File: config.mk
export PLATFORM = sky130hd
export DESIGN_NAME = mem_router_top
export DESIGN_NICKNAME = d
export VERILOG_FILES = /design/src/mem_pkg.sv /design/src/mem_if.sv /design/src/route_tracker.sv /design/src/word_cache.sv /design/src/store_buffer.sv /design/src/bus_arbiter.sv /design/src/mem_router_top.sv
export SDC_FILE = /design/constraint.sdc
export NUM_CORES = 1
export LEC_CHECK = 0
export ABC_AREA = 0
export BUFFER_PORTS_ARGS = -buffer_cell sky130_fd_sc_hd__buf_4
export CORE_MARGIN = 5
export CORE_UTILIZATION = 40
export DETAILED_ROUTE_END_ITERATION = 10
export MAX_ROUTING_LAYER = met4
export SETUP_SLACK_MARGIN = 0.3
export SLEW_MARGIN = 5
export SYNTH_ARGS = -nofsm -noshare
export SYNTH_HDL_FRONTEND = slang
export SYNTH_SLANG_ARGS = --single-unit
File: constraint.sdc
create_clock -name aclk -period 9.1 [get_ports aclk]
set_input_delay 1.82 -clock aclk [delete_from_list [all_inputs] [get_ports aclk]]
set_output_delay 1.82 -clock aclk [all_outputs]
set_load 0.02 [all_outputs]
File: src/mem_pkg.sv
package mem_pkg;

    localparam int ADDR_W = 32;
    localparam int DATA_W = 32;
    localparam int STRB_W = 4;
    localparam int SEG_W  = 3;

    // Top address bits of the uncached window
    localparam logic [SEG_W-1:0] UNCACHED_SEG = 3'b101;

    typedef logic [ADDR_W-1:0] addr_t;
    typedef logic [DATA_W-1:0] data_t;
    typedef logic [STRB_W-1:0] strb_t;

    typedef enum logic {
        ROUTE_CACHED,
        ROUTE_UNCACHED
    } route_e;

    typedef enum logic {
        OWNER_CACHE,
        OWNER_SB
    } bus_owner_e;

    typedef enum logic [1:0] {
        CACHE_IDLE,
        CACHE_RESP,
        CACHE_REFILL,
        CACHE_WRITE
    } cache_state_e;

    typedef enum logic [1:0] {
        SB_IDLE,
        SB_DRAIN,
        SB_READ
    } sb_state_e;

endpackage

File: src/mem_if.sv
// CPU-style port, request with addr_ok then in-order data_ok
interface mem_req_if;
    import mem_pkg::*;

    logic  req;
    logic  wr;
    addr_t addr;
    data_t wdata;
    strb_t wstrb;
    data_t rdata;
    logic  addr_ok;
    logic  data_ok;

    modport requester (
        output req, wr, addr, wdata, wstrb,
        input  rdata, addr_ok, data_ok
    );

    modport responder (
        input  req, wr, addr, wdata, wstrb,
        output rdata, addr_ok, data_ok
    );
endinterface

// Memory bus, one-cycle strobe and a later one-cycle ack
interface mem_bus_if;
    import mem_pkg::*;

    logic  bus_req;
    logic  bus_wr;
    addr_t bus_addr;
    data_t bus_wdata;
    strb_t bus_wstrb;
    logic  bus_ack;
    data_t bus_rdata;

    modport initiator (
        output bus_req, bus_wr, bus_addr, bus_wdata, bus_wstrb,
        input  bus_ack, bus_rdata
    );

    modport target (
        input  bus_req, bus_wr, bus_addr, bus_wdata, bus_wstrb,
        output bus_ack, bus_rdata
    );
endinterface

File: src/route_tracker.sv
module route_tracker #(
    parameter int TRACK_DEPTH = 8
) (
    input  logic           aclk,
    input  logic           aresetn,
    input  logic           data_req,
    input  logic           data_wr,
    input  mem_pkg::addr_t data_addr,
    input  mem_pkg::data_t data_wdata,
    input  mem_pkg::strb_t data_wstrb,
    output mem_pkg::data_t data_rdata,
    output logic           data_addr_ok,
    output logic           data_data_ok,
    mem_req_if.requester   cached_port,
    mem_req_if.requester   uncached_port
);
    import mem_pkg::*;

    localparam int PTR_W = $clog2(TRACK_DEPTH);
    localparam int CNT_W = $clog2(TRACK_DEPTH + 1);

    route_e           route_fifo [TRACK_DEPTH];
    logic [PTR_W-1:0] wr_ptr;
    logic [PTR_W-1:0] rd_ptr;
    logic [CNT_W-1:0] count;

    route_e           req_route;
    route_e           head_route;
    addr_t            redi_addr;
    logic             full;
    logic             empty;
    logic             stall;
    logic             path_addr_ok;
    logic             push;
    logic             pop;

    assign req_route = (data_addr[ADDR_W-1 -: SEG_W] == UNCACHED_SEG) ?
                       ROUTE_UNCACHED : ROUTE_CACHED;
    // Simple MMU
    assign redi_addr = {{SEG_W{1'b0}}, data_addr[ADDR_W-SEG_W-1:0]};

    assign head_route = route_fifo[rd_ptr];
    assign full       = (count == CNT_W'(TRACK_DEPTH));
    assign empty      = (count == '0);
    // Outstanding requests all share one route
    assign stall      = full || (!empty && (head_route != req_route));

    assign path_addr_ok = (req_route == ROUTE_UNCACHED) ? uncached_port.addr_ok :
                                                          cached_port.addr_ok;
    assign data_addr_ok = path_addr_ok && !stall;
    assign data_data_ok = cached_port.data_ok || uncached_port.data_ok;
    assign data_rdata   = (head_route == ROUTE_UNCACHED) ? uncached_port.rdata :
                                                           cached_port.rdata;

    assign push = data_req && data_addr_ok;
    assign pop  = data_data_ok;

    assign cached_port.req     = data_req && !stall && (req_route == ROUTE_CACHED);
    assign cached_port.wr      = data_wr;
    assign cached_port.addr    = redi_addr;
    assign cached_port.wdata   = data_wdata;
    assign cached_port.wstrb   = data_wstrb;

    assign uncached_port.req   = data_req && !stall && (req_route == ROUTE_UNCACHED);
    assign uncached_port.wr    = data_wr;
    assign uncached_port.addr  = redi_addr;
    assign uncached_port.wdata = data_wdata;
    assign uncached_port.wstrb = data_wstrb;

    ////////////////////////////////////////////////////////////////////////////
    // Route FIFO

    always_ff @(posedge aclk) begin
        if (!aresetn) begin
            wr_ptr <= '0;
            rd_ptr <= '0;
            count  <= '0;
        end else begin
            if (push) begin
                wr_ptr <= (wr_ptr == PTR_W'(TRACK_DEPTH - 1)) ? '0 : wr_ptr + 1'b1;
            end
            if (pop) begin
                rd_ptr <= (rd_ptr == PTR_W'(TRACK_DEPTH - 1)) ? '0 : rd_ptr + 1'b1;
            end
            count <= count + CNT_W'(push) - CNT_W'(pop);
        end
    end

    always_ff @(posedge aclk) begin
        if (push) begin
            route_fifo[wr_ptr] <= req_route;
        end
    end

    // Only one path is ever answering
    a_one_path_resp: assert property (@(posedge aclk) disable iff (!aresetn)
        !(cached_port.data_ok && uncached_port.data_ok));

    // A path never answers a request the tracker did not accept
    a_no_resp_empty: assert property (@(posedge aclk) disable iff (!aresetn)
        data_data_ok |-> !empty);

endmodule

File: src/word_cache.sv
module word_cache #(
    parameter int CACHE_LINES = 8
) (
    input  logic          aclk,
    input  logic          aresetn,
    mem_req_if.responder  cpu_port,
    mem_bus_if.initiator  bus_port
);
    import mem_pkg::*;

    localparam int OFF_W = $clog2(STRB_W);
    localparam int IDX_W = $clog2(CACHE_LINES);
    localparam int TAG_W = ADDR_W - OFF_W - IDX_W;

    cache_state_e     state;
    logic             line_valid [CACHE_LINES];
    logic [TAG_W-1:0] line_tag   [CACHE_LINES];
    data_t            line_data  [CACHE_LINES];

    addr_t            req_addr;
    logic             req_wr;
    data_t            req_wdata;
    strb_t            req_wstrb;
    data_t            resp_data;
    logic             bus_req_q;

    logic [IDX_W-1:0] idx;
    logic [IDX_W-1:0] req_idx;
    logic             hit;
    logic             accept;
    logic             refill_done;

    assign idx     = cpu_port.addr[OFF_W +: IDX_W];
    assign req_idx = req_addr[OFF_W +: IDX_W];
    assign hit     = line_valid[idx] && (line_tag[idx] == cpu_port.addr[ADDR_W-1 -: TAG_W]);

    // Accepting again in RESP keeps back-to-back hits at one per cycle
    assign cpu_port.addr_ok = (state == CACHE_IDLE) || (state == CACHE_RESP);
    assign cpu_port.data_ok = (state == CACHE_RESP);
    assign cpu_port.rdata   = resp_data;
    assign accept           = cpu_port.req && cpu_port.addr_ok;
    assign refill_done      = (state == CACHE_REFILL) && bus_port.bus_ack;

    assign bus_port.bus_req   = bus_req_q;
    assign bus_port.bus_wr    = req_wr;
    assign bus_port.bus_addr  = req_addr;
    assign bus_port.bus_wdata = req_wdata;
    assign bus_port.bus_wstrb = req_wstrb;

    ////////////////////////////////////////////////////////////////////////////
    // Control FSM

    always_ff @(posedge aclk) begin
        if (!aresetn) begin
            state     <= CACHE_IDLE;
            bus_req_q <= 1'b0;
        end else begin
            // Misses and all writes go out on the bus
            bus_req_q <= accept && (cpu_port.wr || !hit);
            case (state)
                CACHE_IDLE, CACHE_RESP: begin
                    if (!accept) begin
                        state <= CACHE_IDLE;
                    end else if (cpu_port.wr) begin
                        state <= CACHE_WRITE;
                    end else if (hit) begin
                        state <= CACHE_RESP;
                    end else begin
                        state <= CACHE_REFILL;
                    end
                end
                CACHE_REFILL, CACHE_WRITE: begin
                    if (bus_port.bus_ack) begin
                        state <= CACHE_RESP;
                    end
                end
                default: state <= CACHE_IDLE;
            endcase
        end
    end

    always_ff @(posedge aclk) begin
        if (!aresetn) begin
            for (int i = 0; i < CACHE_LINES; i++) begin
                line_valid[i] <= 1'b0;
            end
        end else if (refill_done) begin
            line_valid[req_idx] <= 1'b1;
        end
    end

    // Refill fills the entry, a write hit merges bytes, a write miss leaves it
    always_ff @(posedge aclk) begin
        if (refill_done) begin
            line_tag[req_idx]  <= req_addr[ADDR_W-1 -: TAG_W];
            line_data[req_idx] <= bus_port.bus_rdata;
        end else if (accept && cpu_port.wr && hit) begin
            for (int b = 0; b < STRB_W; b++) begin
                if (cpu_port.wstrb[b]) begin
                    line_data[idx][8*b +: 8] <= cpu_port.wdata[8*b +: 8];
                end
            end
        end
    end

    always_ff @(posedge aclk) begin
        if (accept) begin
            req_addr  <= cpu_port.addr;
            req_wr    <= cpu_port.wr;
            req_wdata <= cpu_port.wdata;
            req_wstrb <= cpu_port.wstrb;
            resp_data <= line_data[idx];
        end else if (refill_done) begin
            resp_data <= bus_port.bus_rdata;
        end
    end

    // Read acks routed back by the arbiter land only on a waiting refill
    a_refill_on_ack: assert property (@(posedge aclk) disable iff (!aresetn)
        (bus_port.bus_ack && !req_wr) |-> (state == CACHE_REFILL));

endmodule

File: src/store_buffer.sv
module store_buffer #(
    parameter int SB_DEPTH = 4
) (
    input  logic          aclk,
    input  logic          aresetn,
    mem_req_if.responder  cpu_port,
    mem_bus_if.initiator  bus_port
);
    import mem_pkg::*;

    localparam int PTR_W = $clog2(SB_DEPTH);
    localparam int CNT_W = $clog2(SB_DEPTH + 1);

    addr_t            q_addr [SB_DEPTH];
    data_t            q_data [SB_DEPTH];
    strb_t            q_strb [SB_DEPTH];
    logic [PTR_W-1:0] wr_ptr;
    logic [PTR_W-1:0] rd_ptr;
    logic [CNT_W-1:0] count;

    sb_state_e        state;
    logic             bus_req_q;
    logic             bus_wr_q;
    addr_t            bus_addr_q;
    data_t            bus_wdata_q;
    strb_t            bus_wstrb_q;
    data_t            rd_data_q;
    logic             wr_ok_q;
    logic             rd_ok_q;

    logic             full;
    logic             empty;
    logic             accept;
    logic             push;
    logic             pop;
    logic             read_accept;
    logic             drain_start;

    assign full  = (count == CNT_W'(SB_DEPTH));
    assign empty = (count == '0);

    // Nothing is taken while a read waits, so answers stay in order
    assign cpu_port.addr_ok = (state != SB_READ) && (cpu_port.wr ? !full : empty);
    assign cpu_port.data_ok = wr_ok_q || rd_ok_q;
    assign cpu_port.rdata   = rd_data_q;

    assign accept      = cpu_port.req && cpu_port.addr_ok;
    assign push        = accept && cpu_port.wr;
    assign read_accept = accept && !cpu_port.wr;
    assign drain_start = (state == SB_IDLE) && !empty;
    assign pop         = (state == SB_DRAIN) && bus_port.bus_ack;

    assign bus_port.bus_req   = bus_req_q;
    assign bus_port.bus_wr    = bus_wr_q;
    assign bus_port.bus_addr  = bus_addr_q;
    assign bus_port.bus_wdata = bus_wdata_q;
    assign bus_port.bus_wstrb = bus_wstrb_q;

    ////////////////////////////////////////////////////////////////////////////
    // Queue pointers and bus sequencing

    always_ff @(posedge aclk) begin
        if (!aresetn) begin
            wr_ptr    <= '0;
            rd_ptr    <= '0;
            count     <= '0;
            state     <= SB_IDLE;
            bus_req_q <= 1'b0;
            wr_ok_q   <= 1'b0;
            rd_ok_q   <= 1'b0;
        end else begin
            if (push) begin
                wr_ptr <= (wr_ptr == PTR_W'(SB_DEPTH - 1)) ? '0 : wr_ptr + 1'b1;
            end
            if (pop) begin
                rd_ptr <= (rd_ptr == PTR_W'(SB_DEPTH - 1)) ? '0 : rd_ptr + 1'b1;
            end
            count     <= count + CNT_W'(push) - CNT_W'(pop);
            bus_req_q <= drain_start || read_accept;
            wr_ok_q   <= push;
            rd_ok_q   <= (state == SB_READ) && bus_port.bus_ack;
            case (state)
                SB_IDLE: begin
                    if (read_accept) begin
                        state <= SB_READ;
                    end else if (drain_start) begin
                        state <= SB_DRAIN;
                    end
                end
                SB_DRAIN, SB_READ: begin
                    if (bus_port.bus_ack) begin
                        state <= SB_IDLE;
                    end
                end
                default: state <= SB_IDLE;
            endcase
        end
    end

    always_ff @(posedge aclk) begin
        if (push) begin
            q_addr[wr_ptr] <= cpu_port.addr;
            q_data[wr_ptr] <= cpu_port.wdata;
            q_strb[wr_ptr] <= cpu_port.wstrb;
        end
        if (drain_start) begin
            bus_wr_q    <= 1'b1;
            bus_addr_q  <= q_addr[rd_ptr];
            bus_wdata_q <= q_data[rd_ptr];
            bus_wstrb_q <= q_strb[rd_ptr];
        end else if (read_accept) begin
            bus_wr_q    <= 1'b0;
            bus_addr_q  <= cpu_port.addr;
            bus_wstrb_q <= '0;
        end
        if ((state == SB_READ) && bus_port.bus_ack) begin
            rd_data_q <= bus_port.bus_rdata;
        end
    end

    // A drain ack always retires a queued write
    a_pop_not_empty: assert property (@(posedge aclk) disable iff (!aresetn)
        pop |-> !empty);

endmodule

File: src/bus_arbiter.sv
module bus_arbiter (
    input  logic          aclk,
    input  logic          aresetn,
    mem_bus_if.target     cache_bus,
    mem_bus_if.target     sb_bus,
    mem_bus_if.initiator  mem_bus
);
    import mem_pkg::*;

    logic       busy;
    bus_owner_e owner;
    logic       cache_wait;
    logic       sb_wait;
    logic       cache_pend;
    logic       sb_pend;
    logic       grant_cache;
    logic       grant_sb;

    assign cache_pend = cache_bus.bus_req || cache_wait;
    assign sb_pend    = sb_bus.bus_req || sb_wait;

    // Round robin, the last owner yields on a tie
    assign grant_cache = !busy && cache_pend && (!sb_pend || (owner == OWNER_SB));
    assign grant_sb    = !busy && sb_pend && !grant_cache;

    // Peer fields stay stable until their ack, so a grant may forward late
    assign mem_bus.bus_req   = grant_cache || grant_sb;
    assign mem_bus.bus_wr    = grant_sb ? sb_bus.bus_wr    : cache_bus.bus_wr;
    assign mem_bus.bus_addr  = grant_sb ? sb_bus.bus_addr  : cache_bus.bus_addr;
    assign mem_bus.bus_wdata = grant_sb ? sb_bus.bus_wdata : cache_bus.bus_wdata;
    assign mem_bus.bus_wstrb = grant_sb ? sb_bus.bus_wstrb : cache_bus.bus_wstrb;

    assign cache_bus.bus_ack   = mem_bus.bus_ack && busy && (owner == OWNER_CACHE);
    assign cache_bus.bus_rdata = mem_bus.bus_rdata;
    assign sb_bus.bus_ack      = mem_bus.bus_ack && busy && (owner == OWNER_SB);
    assign sb_bus.bus_rdata    = mem_bus.bus_rdata;

    always_ff @(posedge aclk) begin
        if (!aresetn) begin
            busy       <= 1'b0;
            owner      <= OWNER_SB;
            cache_wait <= 1'b0;
            sb_wait    <= 1'b0;
        end else begin
            cache_wait <= cache_pend && !grant_cache;
            sb_wait    <= sb_pend && !grant_sb;
            if (grant_cache || grant_sb) begin
                busy  <= 1'b1;
                owner <= grant_sb ? OWNER_SB : OWNER_CACHE;
            end else if (mem_bus.bus_ack) begin
                busy <= 1'b0;
            end
        end
    end

    // An ack only ever closes an open transaction
    a_ack_when_busy: assert property (@(posedge aclk) disable iff (!aresetn)
        mem_bus.bus_ack |-> busy);

    // Each peer keeps one transaction outstanding at most
    a_one_per_cache: assert property (@(posedge aclk) disable iff (!aresetn)
        cache_wait |-> !cache_bus.bus_req);

    a_one_per_sb: assert property (@(posedge aclk) disable iff (!aresetn)
        sb_wait |-> !sb_bus.bus_req);

endmodule

File: src/mem_router_top.sv
module mem_router_top #(
    parameter int TRACK_DEPTH = 8,
    parameter int CACHE_LINES = 8,
    parameter int SB_DEPTH    = 4
) (
    input  logic           aclk,
    input  logic           aresetn,
    input  logic           data_req,
    input  logic           data_wr,
    input  mem_pkg::addr_t data_addr,
    input  mem_pkg::data_t data_wdata,
    input  mem_pkg::strb_t data_wstrb,
    output mem_pkg::data_t data_rdata,
    output logic           data_addr_ok,
    output logic           data_data_ok,
    output logic           bus_req,
    output logic           bus_wr,
    output mem_pkg::addr_t bus_addr,
    output mem_pkg::data_t bus_wdata,
    output mem_pkg::strb_t bus_wstrb,
    input  logic           bus_ack,
    input  mem_pkg::data_t bus_rdata
);

    mem_req_if cache_req ();
    mem_req_if sb_req ();
    mem_bus_if cache_bus ();
    mem_bus_if sb_bus ();
    mem_bus_if ext_bus ();

    route_tracker #(
        .TRACK_DEPTH (TRACK_DEPTH)
    ) route_tracker_inst (
        .aclk          (aclk),
        .aresetn       (aresetn),
        .data_req      (data_req),
        .data_wr       (data_wr),
        .data_addr     (data_addr),
        .data_wdata    (data_wdata),
        .data_wstrb    (data_wstrb),
        .data_rdata    (data_rdata),
        .data_addr_ok  (data_addr_ok),
        .data_data_ok  (data_data_ok),
        .cached_port   (cache_req),
        .uncached_port (sb_req)
    );

    word_cache #(
        .CACHE_LINES (CACHE_LINES)
    ) word_cache_inst (
        .aclk     (aclk),
        .aresetn  (aresetn),
        .cpu_port (cache_req),
        .bus_port (cache_bus)
    );

    store_buffer #(
        .SB_DEPTH (SB_DEPTH)
    ) store_buffer_inst (
        .aclk     (aclk),
        .aresetn  (aresetn),
        .cpu_port (sb_req),
        .bus_port (sb_bus)
    );

    bus_arbiter bus_arbiter_inst (
        .aclk      (aclk),
        .aresetn   (aresetn),
        .cache_bus (cache_bus),
        .sb_bus    (sb_bus),
        .mem_bus   (ext_bus)
    );

    // External memory bus
    assign bus_req           = ext_bus.bus_req;
    assign bus_wr            = ext_bus.bus_wr;
    assign bus_addr          = ext_bus.bus_addr;
    assign bus_wdata         = ext_bus.bus_wdata;
    assign bus_wstrb         = ext_bus.bus_wstrb;
    assign ext_bus.bus_ack   = bus_ack;
    assign ext_bus.bus_rdata = bus_rdata;

endmodule

**Word-level counts from Yosys, hierarchy flattened**

Memories as Yosys holds them, arrays and structs flattened. A register that Yosys moved wholly into a read port is not among the register bits.
Index checks and enable logic that the tools add are counted.

- Bits in registers: 196
- Bits in writable memories: 724
- Bits of input ports: 105
- Output and inout port bits: 104
- Logic and storage cells: 188
- Memories kept: 7

- Add/sub/neg operators: 8
- Eq/ne operators: 18
- Mux-type cells: 67
- Bitwise logic cells: 2
- Reductions and logical operators: 61

Memory list:

| name | depth | bits a word | rd ports | clocked after Yosys merged registers in | wr ports | line | source |
|---|---|---|---|---|---|---|---|
| word_cache_inst.line_data | 8 | 32 | 1 | 0 | 1 | word_cache.sv:18 | `data_t line_data [CACHE_LINES];` |
| word_cache_inst.line_tag | 8 | 24 | 1 | 0 | 1 | word_cache.sv:17 | `logic [TAG_W-1:0] line_tag [CACHE_LINES];` |
| store_buffer_inst.q_data | 4 | 32 | 1 | 1 | 1 | store_buffer.sv:15 | `data_t q_data [SB_DEPTH];` |
| store_buffer_inst.q_addr | 4 | 29 | 1 | 1 | 1 | store_buffer.sv:14 | `addr_t q_addr [SB_DEPTH];` |
| store_buffer_inst.q_strb | 4 | 4 | 1 | 1 | 1 | store_buffer.sv:16 | `strb_t q_strb [SB_DEPTH];` |
| route_tracker_inst.route_fifo | 8 | 1 | 1 | 1 | 1 | route_tracker.sv:22 | `route_e route_fifo [TRACK_DEPTH];` |
| 1 more memories | n/a | n/a | n/a | n/a | n/a | n/a |  |

Operators with widths:

| cell | count |
|---|---|
| $mux W32 | 8 |
| $mux W1 | 34 |
| $reduce_or A32 Y1 | 1 |
| $logic_and A1 B1 Y1 | 28 |
| $eq A27 B24 Y1 | 1 |
| $mux W2 | 13 |
| $mux W3 | 6 |
| $mux W4 | 4 |
| $eq A3 B3 Y1 const B | 4 |
| $eq A2 B2 Y1 const B | 5 |
| $logic_not A1 Y1 | 10 |
| $logic_or A1 B1 Y1 | 10 |
| $pmux W2 S2 | 2 |
| $add A3 B1 Y3 const B | 2 |
| $reduce_bool A2 Y1 | 3 |
| $reduce_or A2 Y1 | 3 |
| $add A2 B1 Y2 const B | 2 |
| $add A4 B1 Y4 | 1 |
| $eq A2 B1 Y1 const B | 2 |
| $eq A4 B4 Y1 const B | 1 |
| $logic_not A2 Y1 | 2 |
| $logic_not A4 Y1 | 1 |
| $ne A2 B1 Y1 const B | 2 |
| $sub A4 B1 Y4 | 1 |
| 9 further kinds | 10 |

**Depth between registers and ports, before layout**

- Depth after elaboration: 16
- Depth in mapped cells: 13
- Depth with buffers taken out: 13

**Cells and area by module**

From an unflattened synthesis, not the netlist that was laid out.

- Cell total of the unflattened synthesis: 2172
- Area, all modules: 40840.4 µm²

Modules (own cells, without submodules):

| module | instances | cells each | area each (µm²) |
|---|---|---|---|
| word_cache | 1 | 1153 | 22686.8 |
| store_buffer | 1 | 580 | 14002.2 |
| route_tracker | 1 | 280 | 2601.2 |
| bus_arbiter | 1 | 159 | 1550.2 |

**Least setup slack after synthesis**

Ideal clock, no wire load.

- Path type: input -> register
- Start: input port bus_ack
- End: memory word_cache_inst.line_tag[1][0] in the netlist's numbering (enable)
- Library setup time: 0.478 ns
- Arrival: 5.099 ns
- Data required time: 8.622 ns
- Setup slack: 3.523 ns
- Stages: 4
- Buffers on the path: 1
- Cells stage by stage: nand2_1 > or4_1 > clkbuf_1 > nor4b_1

- Word-level cells in the longest chain between the ends: 5

RTL lines:

| item | line | source |
|---|---|---|
| start: declaration | mem_router_top.sv:21 | `input logic bus_ack,` |
| $logic_and A1 B1 Y1 (2 in a row) | bus_arbiter.sv:33 | `assign cache_bus.bus_ack = mem_bus.bus_ack && busy && (owner == OWNER_CACHE);` |
| $logic_and A1 B1 Y1 | word_cache.sv:42 | `assign refill_done = (state == CACHE_REFILL) && bus_port.bus_ack;` |
| $mux W1 | word_cache.sv:94 | `if (refill_done) begin` |
| $mux W1 (not written as such) | word_cache.sv:95 | `line_tag[req_idx] <= req_addr[ADDR_W-1 -: TAG_W];` |
| end: declaration | word_cache.sv:17 |  |

No other way between the ends.

**Worst setup path in the final report**

- Start: input port data_addr[4]
- End: memory word_cache_inst.line_data[0][6] in the netlist's numbering (enable)

- Word-level cells in the longest chain between the ends: 9

RTL lines:

| item | line | source |
|---|---|---|
| start: declaration | mem_router_top.sv:10 | `input mem_pkg::addr_t data_addr,` |
| $mem_v2 Z8 W24 | n/a |  |
| $eq A27 B24 Y1 | word_cache.sv:35 | `assign hit = line_valid[idx] && (line_tag[idx] == cpu_port.addr[ADDR_W-1 -: TAG_W]);` |
| $logic_and A1 B1 Y1 | word_cache.sv:35 |  |
| $logic_and A1 B1 Y1 | word_cache.sv:97 | `end else if (accept && cpu_port.wr && hit) begin` |
| $mux W1 | word_cache.sv:97 |  |
| $mux W1 | word_cache.sv:94 |  |
| $mux W1 (not written as such) | word_cache.sv:100 | `line_data[idx][8*b +: 8] <= cpu_port.wdata[8*b +: 8];` |
| $reduce_or A32 Y1 (no source line) | n/a |  |
| $mux W3 (no source line) / $mux W4 (equally long branches) | n/a |  |
| end: declaration | word_cache.sv:18 |  |

Parallel ways exist; a longest one is shown, timed or not.

==> impl_metrics.json <==
{
  "syn2layout_area_growth_pct": 16.75,
  "slowest_stage": "and2_0",
  "grt_pass1_wl_um": 130700,
  "antenna_found_initial": 2,
  "dp_hpwl_um": 55440,
  "critical-path-max-stage-delay_ns": 0.85,
  "cts_resized": 0,
  "insertion_delay_ns": 0.68,
  "crit_chain": "buf_4 -> buf_4 -> and2_0 -> a22oi_1 -> a21oi_1 -> o22ai_1 -> or4_4 -> nor4_4 -> mux2i_1 -> nor2_1",
  "core_area_um2": 93050,
  "vias_per_cell": 5.343,
  "cts_hold_buf": 0,
  "clk_pin_slew_ns": 0.06,
  "ys_dominant_reg_cell": "edfxtp_1",
  "arrival_ns": 6.85,
  "synthesis.area_um2": 37370,
  "worst-endpoint-required_ns": 9.37,
  "synthAdderAreaFrac": 0.007767,
  "synth_common_cells": "edfxtp_1 (911), mux2_2 (161), mux4_2 (153)",
  "grt_overflow_total": 0,
  "min_path_type": "flip-flop to flip-flop",
  "ys_warn_count": 0,
  "criticalPathCategory": "input port to flip-flop",
  "design_power_total_uw": 10480,
  "path_delay_family": "simple AND/OR/NAND/NOR gates",
  "numPlacedInstances": 3263,
  "wl_per_cell_um": 25.73,
  "postSynthCellCount": 1864,
  "yosysSeqAreaShare": 0.7550,
  "vias": 18430,
  "tns_ns": 0,
  "maxSlewHeadroom": 0.2290,
  "start_kind": "input port",
  "track_usage": 0.1828,
  "status": "completed",
  "async_reset_ff_frac": 0,
  "leakagePower_uw": 0.01445,
  "start_util": 0.4016,
  "layout.nets": 2237,
  "synth_largest_area_cell": "edfxtp_1",
  "cts-htree-levels": 3,
  "synth.mux.area_fraction": 0.1705,
  "layout_min_cycle_time_ns": 6.578,
  "yosysMostFrequentCell": "edfxtp_1",
  "whs_ns": 0.4548,
  "gp_congestion": 0.7891,
  "worst_pin_slew_ns": 1.152,
  "cts_buffers": 99,
  "ys_seq_elements": 954,
  "ctsLongestPathBuffers": 3,
  "first_global_vias": 19230,
  "io_pins": 209,
  "cts-root-buf": "clkbuf_16",
  "synth_xor_area_frac": 0.003750,
  "fin_crit_sh": 0.7229,
  "finalNonFillerCells": 3450,
  "num_rows": 112,
  "synth_compound_area_frac": 0.01935,
  "dieArea_um2": 99640,
  "grt_max_degree": 85,
  "dr.first_iter.drc_count": 1508,
  "max_freq_ghz": 0.1520,
  "synth_edf_count": 911,
  "die_y_um": 315.7,
  "clkSinkCount": 954,
  "avgSynthCellArea_um2": 20.05,
  "power_density_nw_per_um2": 240.1,
  "drt-pass1-iter-count": 5,
  "final_layout_size_suffix_gt1_frac": 0.3289,
  "endpoint_kind": "flip-flop",
  "synth_top_area_share": 0.7320,
  "cts_tree": "done",
  "rsz0062_at_grt": "false",
  "path_buf_inv": 2,
  "worstPathMaxFanout": 45,
  "cap_violations": 0,
  "cp_common_cell": "buf_4",
  "wl_um": 88790,
  "drc_errors": 0,
  "synth-simple-area-share": 0.02990,
  "synth_top_family_by_area": "multiplexers",
  "setup_viol": 0,
  "maxSlewViolCount": 0,
  "io_buffer_count": 205,
  "synth_cell_types": 55,
  "clock_skew_ns": 0.03938,
  "hold_violations": 0,
  "die_w_um": 315.7,
  "peakVddDrop_mv": 0.1783,
  "synth_area_leaders": "edfxtp_1 (73%), mux4_2 (9.2%), mux2_2 (4.9%)",
  "ant_nets": 0,
  "cts_setup_buffers": 0
}
[where the power goes]
group	internal (µW)	leakage [µW]	total [µW]	switching, µW
clock	2360	0.00158	4050	1690
combinational	473	0.00428	1240	765
sequential	5070	0.00858	5190	116
total	7910	0.0144	10500	2570
[layout make-up]
class,instances,area [µm²]
Antenna cell,1,2.502
Clock buffer,122,2606
Clock inverter,64,661.9
Fill cell,7835,49420
Inverter,23,87.58
Multi-Input combinational cell,800,8735
Sequential cell,954,28220
Tap cell,1254,1569
Timing Repair Buffer,232,1748
[stage by stage]
stage,utilization,cell area [µm²],worst slack (ns)
3_3_place_gp,0.4338,40360,1.948
5_1_grt,0.4689,43630,2.283
6_report,0.4689,43630,2.522
4_1_cts,0.4689,43630,2.488
3_5_place_dp,0.4338,40360,1.813
2_1_floorplan,-,37380,3.523
[kinds of logic after synthesis]
group / Yosys count
fa+ha+maj: 22
buf+inv: 112
other cells: 1
xor+xnor: 16
mux: 423
simple gates: 220
compound gates: 116
flops: 954
[worst reg2reg max path, delay by kind of cell, from the launching register on]
family                 cells  cell delay [ns]
and+or+nand+nor            5             2.01
buffers and inverters      3             1.49
DFF                        1             0.38
muxes                      3             1.21
[final timing paths]
kind                                                   startpoint                           endpoint  slack (ns)  cells past startpoint
worst max-delay path                                 data_addr[4]    word_cache_inst.line_data[0][6]        2.52                     10
worst min-delay path            store_buffer_inst.bus_port.bus_wr  store_buffer_inst.bus_port.bus_wr        0.45                      2
worst max register to register                          flip-flop    word_cache_inst.line_data[0][6]        3.64                     11
worst min register to register  store_buffer_inst.bus_port.bus_wr  store_buffer_inst.bus_port.bus_wr        0.45                      2
[registers in the layout, indices dropped and copies added (netlist names), 8 cells and up, named ones only]
register and flops:
store_buffer_inst.q_data 128, store_buffer_inst.bus_port.bus_addr 29, store_buffer_inst.bus_port.bus_wdata 32, word_cache_inst.cpu_port.rdata 32, store_buffer_inst.q_addr 116, word_cache_inst.bus_port.bus_wdata 32
store_buffer_inst.cpu_port.rdata 32, store_buffer_inst.q_strb 16, word_cache_inst.bus_port.bus_addr 29, word_cache_inst.line_valid 8, word_cache_inst.line_data 256, word_cache_inst.line_tag 192
route_tracker_inst.route_fifo 8
[metal layers]
metal / routed length [µm] / global-route usage / vias up / part of all wire
met5: 0 / - / - / 0
met4: 1476 / 0.03987 / 0 / 0.017
met3: 4737 / 0.02674 / 97 / 0.053
met2: 44520 / 0.2978 / 539 / 0.50
met1: 38050 / 0.2484 / 9777 / 0.43
li1: - / - / 8020 / -
[cells in the final DEF, fill, tap and decap left out, types with 19 or more instances in the layout]
| master | count |
|---|---|
| edfxtp_1 | 911 |
| buf_4 | 231 |
| mux2_2 | 161 |
| mux4_2 | 153 |
| mux2i_1 | 102 |
| clkbuf_16 | 101 |
| nand2_1 | 67 |
| nor2_1 | 53 |
| dfxtp_1 | 39 |
| o21ai_0 | 36 |
| a22oi_1 | 25 |
| clkinv_1 | 23 |
| inv_1 | 21 |
| clkbuf_1 | 21 |
| a21oi_1 | 20 |
| ha_1 | 20 |
| clkinv_2 | 19 |
No activity file was read; power rests on OpenSTA's default activity.
